<file path="config.mk">
export PLATFORM = sky130hd
export DESIGN_NAME = video_fetch_top
export DESIGN_NICKNAME = d
export VERILOG_FILES = /design/src/verilog/video_pkg.sv /design/src/verilog/video_addrgen.sv /design/src/verilog/video_fetch_req.sv /design/src/verilog/video_fetch_top.sv /design/src/verilog/video_timing.sv
export SDC_FILE = /design/constraint.sdc
export NUM_CORES = 1
export LEC_CHECK = 0
export ABC_CLOCK_PERIOD_IN_PS = 1800
export BUFFER_PORTS_ARGS = -buffer_cell sky130_fd_sc_hd__buf_2
export CORE_MARGIN = 2
export CORE_UTILIZATION = 52
export CTS_CLUSTER_DIAMETER = 150
export CTS_CLUSTER_SIZE = 10
export DETAILED_ROUTE_END_ITERATION = 8
export GPL_TIMING_DRIVEN = 1
export PLACE_DENSITY = 0.78
export SETUP_SLACK_MARGIN = 0.15
export SLEW_MARGIN = 20
export SYNTH_ARGS = -nofsm -noshare
export SYNTH_HDL_FRONTEND = slang
export SYNTH_SLANG_ARGS = --single-unit
</file>
<file path="constraint.sdc">
create_clock -name clk -period 1.8 [get_ports clk]
set_input_delay 0 -clock clk [delete_from_list [all_inputs] [get_ports clk]]
set_output_delay 0 -clock clk [all_outputs]
set_load 0.01 [all_outputs]
</file>
<file path="src/verilog/video_pkg.sv">
package video_pkg;

	// screen modes understood by the address generator
	typedef enum logic [2:0]
	{
		mode_zx      = 3'd0,
		mode_p_16c   = 3'd1,
		mode_p_hmclr = 3'd2,
		mode_a_16c   = 3'd3,
		mode_a_hmclr = 3'd4,
		mode_a_text  = 3'd5
	} video_mode_e;

	localparam int ADDR_W = 21; // DRAM word address

	// one fetch request as seen by the DRAM side
	typedef struct packed
	{
		logic [ADDR_W-1:0] addr;
		logic [2:0]        text_row; // Y inside the text symbol
	} fetch_req_t;

	// frame geometry, kept tiny so full frames run fast
	localparam int PIX_DIV   = 2;   // clk cycles per pix_en
	localparam int H_TOTAL   = 200; // pix ticks per line
	localparam int V_TOTAL   = 12;  // lines per frame
	localparam int V_FIRST   = 2;   // first visible line
	localparam int V_VISIBLE = 8;

	// fetches on each visible line
	localparam int FETCH_ZX   = 32;
	localparam int FETCH_WIDE = 64;

	// text Y counter start, first visible line brings it to 0x38
	localparam logic [7:0] TEXT_ROW_INIT = 8'h37;

	// per-line fetch budget of a mode
	function automatic logic [6:0] fetch_count(input video_mode_e mode);
		case (mode)
			mode_zx,
			mode_p_hmclr:
			begin
				fetch_count = 7'(FETCH_ZX);
			end
			default:
			begin
				fetch_count = 7'(FETCH_WIDE); // 16c, atm gfx and text
			end
		endcase
	endfunction

endpackage

</file>
<file path="src/verilog/video_addrgen.sv">
`timescale 1ns/10ps

module video_addrgen
(
	input  logic                          clk,
	input  logic                          reset,
	input  logic                          pix_en,
	input  video_pkg::video_mode_e        mode,
	input  logic                          scr_page,
	input  logic                          line_start,
	input  logic                          int_start,
	input  logic                          vpix,
	input  logic                          video_next,
	output logic [video_pkg::ADDR_W-1:0]  video_addr,
	output logic [2:0]                    typos
);

	logic        line_start_r;
	logic        line_init;
	logic        line_init_r;
	logic        frame_init_r;
	logic        gnext;
	logic        tnext;
	logic        ldaddr;
	logic [13:0] gctr;  // graphics fetch index in the frame
	logic [7:0]  tyctr; // text row counter
	logic [6:0]  txctr; // text column counter

	logic [11:0] zx_pix;
	logic [11:0] zx_attr;
	logic [11:0] zx_p16c;
	logic [video_pkg::ADDR_W-1:0] addr_zx;
	logic [video_pkg::ADDR_W-1:0] addr_phm;
	logic [video_pkg::ADDR_W-1:0] addr_p16c;
	logic [video_pkg::ADDR_W-1:0] addr_ag;
	logic [video_pkg::ADDR_W-1:0] addr_at;
	logic [video_pkg::ADDR_W-1:0] addr_sel;

	assign line_init = line_start_r & vpix; // pix tick 1 of a visible line

	always_ff @(posedge clk)
	begin
		if (reset)
		begin
			line_start_r <= 1'b0;
			line_init_r  <= 1'b0;
			frame_init_r <= 1'b0;
		end
		else if (pix_en)
		begin
			line_start_r <= line_start;
			line_init_r  <= line_init;
			frame_init_r <= int_start;
		end
	end

	// delayed init loads the first address, video_next the rest
	assign gnext  = video_next | frame_init_r;
	assign tnext  = video_next | line_init_r;
	assign ldaddr = (mode == video_pkg::mode_a_text) ? tnext : gnext;

	always_ff @(posedge clk)
	begin
		if (reset)
			gctr <= 14'd0;
		else if (pix_en)
		begin
			if (int_start)
				gctr <= 14'd0;
			else if (gnext)
				gctr <= gctr + 14'd1;
		end
	end

	always_ff @(posedge clk)
	begin
		if (reset)
		begin
			tyctr <= video_pkg::TEXT_ROW_INIT;
			txctr <= 7'd0;
		end
		else if (pix_en)
		begin
			if (int_start)
				tyctr <= video_pkg::TEXT_ROW_INIT;
			else if (line_init)
				tyctr <= tyctr + 8'd1;

			if (line_init)
				txctr <= 7'd0; // column restarts every line
			else if (tnext)
				txctr <= txctr + 7'd1;
		end
	end

	assign typos = tyctr[2:0];

	// zx screen layout: bit 0 picks pixels or attributes,
	// thirds and character rows are swapped around in the pixel area
	assign zx_pix  = {gctr[12:11], gctr[7:5], gctr[10:8], gctr[4:1]};
	assign zx_attr = {3'b110, gctr[12:8], gctr[4:1]};
	assign zx_p16c = {gctr[13:12], gctr[8:6], gctr[11:9], gctr[5:2]}; // two plane bits below

	assign addr_zx   = {6'b000001, scr_page, 2'b10, (gctr[0] ? zx_attr : zx_pix)};
	assign addr_phm  = {6'b000001, scr_page, 1'b1, gctr[0], zx_pix};
	assign addr_p16c = {6'b000001, scr_page, ~gctr[0], gctr[1], zx_p16c};

	// atm 16c and hardware multicolour walk the same sequence
	assign addr_ag = {5'b00000, ~gctr[0], scr_page, 1'b1, gctr[1], gctr[13:2]};

	// text: X bit 0 picks symbol or attribute plane
	assign addr_at = {5'b00000, ~txctr[0], scr_page, 1'b1, txctr[1], 2'b00,
		tyctr[7:3], txctr[6:2]};

	always_comb
	begin
		case (mode)
			video_pkg::mode_zx:      addr_sel = addr_zx;
			video_pkg::mode_p_16c:   addr_sel = addr_p16c;
			video_pkg::mode_p_hmclr: addr_sel = addr_phm;
			video_pkg::mode_a_16c,
			video_pkg::mode_a_hmclr: addr_sel = addr_ag;
			video_pkg::mode_a_text:  addr_sel = addr_at;
			default:                 addr_sel = '0;
		endcase
	end

	always_ff @(posedge clk)
	begin
		if (reset)
			video_addr <= '0;
		else if (pix_en && ldaddr)
			video_addr <= addr_sel;
	end

endmodule

</file>
<file path="src/verilog/video_fetch_req.sv">
`timescale 1ns/10ps

module video_fetch_req
(
	input  logic                          clk,
	input  logic                          reset,
	input  logic                          pix_en,
	input  video_pkg::video_mode_e        mode,
	input  logic                          line_start,
	input  logic                          vpix,
	input  logic [video_pkg::ADDR_W-1:0]  video_addr,
	input  logic [2:0]                    typos,
	output logic                          video_next,
	output video_pkg::fetch_req_t         req,
	output logic                          req_valid,
	input  logic                          req_ready
);

	logic [1:0] tick_cnt;  // pix tick within the line, saturates at 3
	logic [6:0] fetch_cnt; // fetches issued on this line
	logic       win_open;
	logic       slot_free;
	logic       last_fetch;

	assign slot_free  = ~req_valid | req_ready;
	assign video_next = pix_en & win_open & slot_free;
	assign last_fetch = (fetch_cnt == video_pkg::fetch_count(mode) - 7'd1);

	always_ff @(posedge clk)
	begin
		if (reset)
			tick_cnt <= 2'd0;
		else if (pix_en)
		begin
			if (line_start)
				tick_cnt <= 2'd1;
			else if (tick_cnt != 2'd3)
				tick_cnt <= tick_cnt + 2'd1;
		end
	end

	// window runs from pix tick 3 until the line budget is spent
	always_ff @(posedge clk)
	begin
		if (reset)
		begin
			win_open  <= 1'b0;
			fetch_cnt <= 7'd0;
		end
		else if (pix_en)
		begin
			if (line_start)
			begin
				win_open  <= 1'b0; // never spill into the next line
				fetch_cnt <= 7'd0;
			end
			else if (tick_cnt == 2'd2 && vpix)
			begin
				win_open  <= 1'b1;
				fetch_cnt <= 7'd0;
			end
			else if (video_next)
			begin
				fetch_cnt <= fetch_cnt + 7'd1;
				if (last_fetch)
					win_open <= 1'b0;
			end
		end
	end

	// request register, held until the DRAM side takes it
	always_ff @(posedge clk)
	begin
		if (reset)
			req_valid <= 1'b0;
		else if (video_next)
			req_valid <= 1'b1;
		else if (req_ready)
			req_valid <= 1'b0;
	end

	always_ff @(posedge clk)
	begin
		if (video_next)
		begin
			req.addr     <= video_addr;
			req.text_row <= typos;
		end
	end

endmodule

</file>
<file path="src/verilog/video_fetch_top.sv">
`timescale 1ns/10ps

module video_fetch_top
(
	input  logic                   clk,
	input  logic                   reset,
	input  video_pkg::video_mode_e mode,
	input  logic                   scr_page, // must be stable out of reset
	output video_pkg::fetch_req_t  req,
	output logic                   req_valid,
	input  logic                   req_ready
);

	logic                         pix_en;
	logic                         line_start;
	logic                         int_start;
	logic                         vpix;
	logic                         video_next;
	logic [video_pkg::ADDR_W-1:0] video_addr;
	logic [2:0]                   typos;

	video_timing timing
	(
		.clk        (clk),
		.reset      (reset),
		.pix_en     (pix_en),
		.line_start (line_start),
		.int_start  (int_start),
		.vpix       (vpix)
	);

	video_addrgen addrgen
	(
		.clk        (clk),
		.reset      (reset),
		.pix_en     (pix_en),
		.mode       (mode),
		.scr_page   (scr_page),
		.line_start (line_start),
		.int_start  (int_start),
		.vpix       (vpix),
		.video_next (video_next),
		.video_addr (video_addr),
		.typos      (typos)
	);

	video_fetch_req fetch_req
	(
		.clk        (clk),
		.reset      (reset),
		.pix_en     (pix_en),
		.mode       (mode),
		.line_start (line_start),
		.vpix       (vpix),
		.video_addr (video_addr),
		.typos      (typos),
		.video_next (video_next),
		.req        (req),
		.req_valid  (req_valid),
		.req_ready  (req_ready)
	);

endmodule

</file>
<file path="src/verilog/video_timing.sv">
`timescale 1ns/10ps

module video_timing
(
	input  logic clk,
	input  logic reset,
	output logic pix_en,
	output logic line_start,
	output logic int_start,
	output logic vpix
);

	logic [1:0] div_cnt;
	logic [7:0] hcnt;
	logic [3:0] vcnt;
	logic [7:0] hcnt_nxt;
	logic [3:0] vcnt_nxt;
	logic       line_wrap;
	logic       frame_wrap;
	logic       vpix_nxt;

	// pixel clock enable, first tick right after reset goes away
	always_ff @(posedge clk)
	begin
		if (reset)
			div_cnt <= 2'd0;
		else if (div_cnt == 2'(video_pkg::PIX_DIV - 1))
			div_cnt <= 2'd0;
		else
			div_cnt <= div_cnt + 2'd1;
	end

	assign pix_en = (div_cnt == 2'd0);

	assign line_wrap  = (hcnt == 8'(video_pkg::H_TOTAL - 1));
	assign frame_wrap = line_wrap && (vcnt == 4'(video_pkg::V_TOTAL - 1));

	always_comb
	begin
		hcnt_nxt = line_wrap ? 8'd0 : hcnt + 8'd1;
		vcnt_nxt = vcnt;
		if (frame_wrap)
			vcnt_nxt = 4'd0;
		else if (line_wrap)
			vcnt_nxt = vcnt + 4'd1;
	end

	assign vpix_nxt = (vcnt_nxt >= 4'(video_pkg::V_FIRST)) &&
		(vcnt_nxt < 4'(video_pkg::V_FIRST + video_pkg::V_VISIBLE));

	// counters park on the last pixel of the frame during reset,
	// so the first tick after reset starts a new frame
	always_ff @(posedge clk)
	begin
		if (reset)
		begin
			hcnt <= 8'(video_pkg::H_TOTAL - 1);
			vcnt <= 4'(video_pkg::V_TOTAL - 1);
		end
		else if (pix_en)
		begin
			hcnt <= hcnt_nxt;
			vcnt <= vcnt_nxt;
		end
	end

	// strobes line up with the counter value they describe
	always_ff @(posedge clk)
	begin
		if (reset)
		begin
			line_start <= 1'b0;
			int_start  <= 1'b0;
			vpix       <= 1'b0;
		end
		else if (pix_en)
		begin
			line_start <= line_wrap;  // hcnt goes to 0
			int_start  <= frame_wrap; // line 0 of the frame
			vpix       <= vpix_nxt;
		end
	end

endmodule
</file>
==> metrics.yaml <==
drt_iter0_drc: 292
use_met1_pct: 26.57
pre_cts_slack_ps: 65.68
cts.sinks: 95
vias_per_cell: 6.075
gp_congestion: 0.8608
fmax_mhz: 610.5
p_leak_nw: 1.903
avgSynthCellArea_um2: 9.553
syn_to_final_growth_pct: 19.43
grt_pass1_wl_um: 15770
synthCells: 463
cp_num_buf_inv: 1
netlist_top_cells_area: "dfxtp_1 (34%), edfxtp_1 (13%), a21oi_1 (4.2%)"
grt_util_all_layers_pct: 21.74
antenna_found_initial: 0
crit_type: "reg -> reg"
crit_family: "simple AND/OR/NAND/NOR gates"
synth.most_common_cell: "dfxtp_1"
routed_wl_um: 10410
slew_headroom_pct: 57.67
clockRootBuffer: "clkbuf_8"
final_area_um2: 5283
grt_pass1_vias: 3371
worstSetupStartpointType: "flop"
synth_seq_cells: 95
finalMaxSlewViolations: 0
vias: 3815
rows: 33
pwr-share-seq_pct: 44.7
critPathCaptureType: "flop"
die-width_um: 96.23
reg2reg_slack_ps: 160
min_path_type: "in -> reg"
power_frac_comb_pct: 27.5
cts.clk_slew.worst_paths_ps: 90
final_layout_size_suffix_gt1_share_pct: 26.96
yosys.area.top_type: "dfxtp_1"
ir_worst_vdd_mv: 0.7440
regArea_um2: 2102
clkPwrFrac_pct: 27.8
setup_ws_ps: 162.1
max-clock-path-buffers: 2
yosysWarnings: 0
ys_seq_area_share_pct: 47.30
pin_count: 32
p_sw_share_pct: 30.75
gr-total-overflow: 0
synth_common_cells: "dfxtp_1 (76), nor2_1 (41), a21oi_1 (37)"
internal_power_w: 0.003992
busiest_layer: "met2"
rsz0062_at_grt: "true"
cp_max_fo: 8
tightest_slew_ps: 628.4
use_met3_pct: 4.229
die_area_um2: 9259
finalHoldViolations: 0
netlist_area_um2: 4423
initial_core_util_pct: 53.83
final.setup.tns_ps: 0
final_util_pct: 64.29
tritoncts: "built"
cap_violations: 0
drtPass1Iterations: 5
fin_skew_ps: 9.273
cp_slowest_cell: "or4_4"
clk-insertion-delay-late_ps: 370
min_period_ps: 1638
finalPower_w: 0.005765
cp.required_ps: 2110
nFillCells: 665
grt_max_degree: 41
placed_cell_area_um2: 4698
setup_viol: 0
power.switching_w: 0.001773
h-tree-depth: 3
critPathMaxStageDelay_ps: 530
synthArstFlopShare_pct: 0
drc_errors: 0
hpwl_um: 6413
numCtsBuffers: 9
port_buffers: 26
power_density_nw_per_um2: 1091
avgRoutedWirePerCell_um: 16.58
postRouteAntennaNets: 0
cp.arrival_ps: 1950
synth_edf_count: 19
nets: 535
multi_input_comb_area_um2: 2291
outcome: "complete, no violations"
met2_usage_pct: 36.92
fin_crit_sh_pct: 91.00
synth_ff_type: "dfxtp_1"
path_cells: "nand2b_1 -> buf_4 -> a211o_1 -> nand3_4 -> or4_4 -> a21oi_2"
synth_top_area_share_pct: 34.40
antenna_cells: 0
yosysUniqueCellTypes: 61
chipHeight_um: 96.23
core_um2: 8217
==> cells in the final DEF (no fill, tap or decap), types with 6 or more instances in the layout <==
master / n
and3_1: 8
nor2_1: 40
clkbuf_8: 11
xor2_1: 11
a21oi_2: 7
edfxtp_1: 19
nand4_1: 8
o21ai_0: 24
nand3_1: 21
nand2_1: 35
ha_1: 7
dfxtp_2: 8
or3_1: 10
buf_4: 35
xnor2_1: 8
buf_2: 26
a21oi_1: 31
dfxtp_1: 68
nor3_1: 9
a222oi_1: 8
a211oi_2: 9
mux2i_1: 6
==> worst min-delay path, stage by stage <==
cell	delay, ps
buf_2	80
nand2b_1	130
buf_4	140
a21oi_1	80
==> metal layers <==
layer  up-vias  share of wire (%)
met5         -                  0
met4         0                2.7
met3        26                6.8
met2       165                 50
met1      1816                 40
li1       1808                  -
==> flip-flops by register name (all words and copies together) (netlist names) <==
signal and cells:
addrgen.tyctr 8, timing.vpix 1, timing.div_cnt 2, fetch_req.tick_cnt 2, addrgen.video_addr 16, addrgen.line_start_r 1, timing.hcnt 8, addrgen.txctr 7
fetch_req.req 19, fetch_req.req_valid 1, addrgen.frame_init_r 1, addrgen.line_init_r 1, addrgen.gctr 14, timing.vcnt 4, fetch_req.win_open 1, timing.line_start 1
fetch_req.fetch_cnt 7, timing.int_start 1
==> logic make-up (layout without fill, tap and decap cells) <==
| group | Yosys count | count (layout) | synth area share (%) |
|---|---|---|---|
| AND/OR/NAND/NOR | 173 | 173 | 20.00 |
| AO/OA/AOI/OAI | 115 | 117 | 18.39 |
| flip-flops | 95 | 95 | 47.30 |
| buffers and inverters | 38 | 92 | 4.696 |
| XOR/XNOR | 19 | 19 | 3.762 |
| multiplexers | 12 | 12 | 2.942 |
| adder cells (fa/ha/maj) | 10 | 10 | 2.829 |
| other | 1 | 5 | 0.08478 |
==> layout make-up <==
class	instances	share of cell area, %
well taps	105	2.487
repair buffers	67	9.261
inverters	9	0.7106
multi-input cells	336	43.37
flip-flops and latches	95	39.79
clock buffers	12	2.937
clock inverters	4	1.445
==> final timing paths <==
kind	start	end	cells past startpoint
min	req_ready	fetch_req.req_valid$_SDFFE_PP0P_	4
max reg2reg	fetch_req.req_valid$_SDFFE_PP0P_	addrgen.gctr[13]$_SDFFE_PP0P_	6
max	fetch_req.req_valid$_SDFFE_PP0P_	addrgen.gctr[13]$_SDFFE_PP0P_	6
min reg2reg	timing.div_cnt[0]$_SDFF_PP0_	timing.div_cnt[0]$_SDFF_PP0_	1
==> repair_timing <==
item / in CTS / in global routing
endpoints found under the setup margin: 37 / 35
endpoints found under the hold margin: 6 / 0
cloned: 1 / 2
hold buffers: 2 / 0
gates resized for setup: 11 / 34
pin swaps: 2 / 9
setup buffers: 4 / 14
==> metrics by stage <==
stage,std cells,hold WS [ps]
after floorplan,467,178.8
after global placement,589,259.2
after detailed placement,589,266.9
after CTS,612,143.7
after global routing,628,96.37
final,628,110.4
==> power groups by stage <==
stage	Clock (W)	Sequential, W	Combinational [W]
final	0.00160	0.00258	0.00159
after global routing	0.00171	0.00261	0.00173
after CTS	0.00161	0.00256	0.00136
after detailed placement	0	0.00261	0.00129
after global placement	0	0.00260	0.00125
after floorplan	0	0.00257	0.00101
Note: power is estimated with default switching activity, not from simulation.
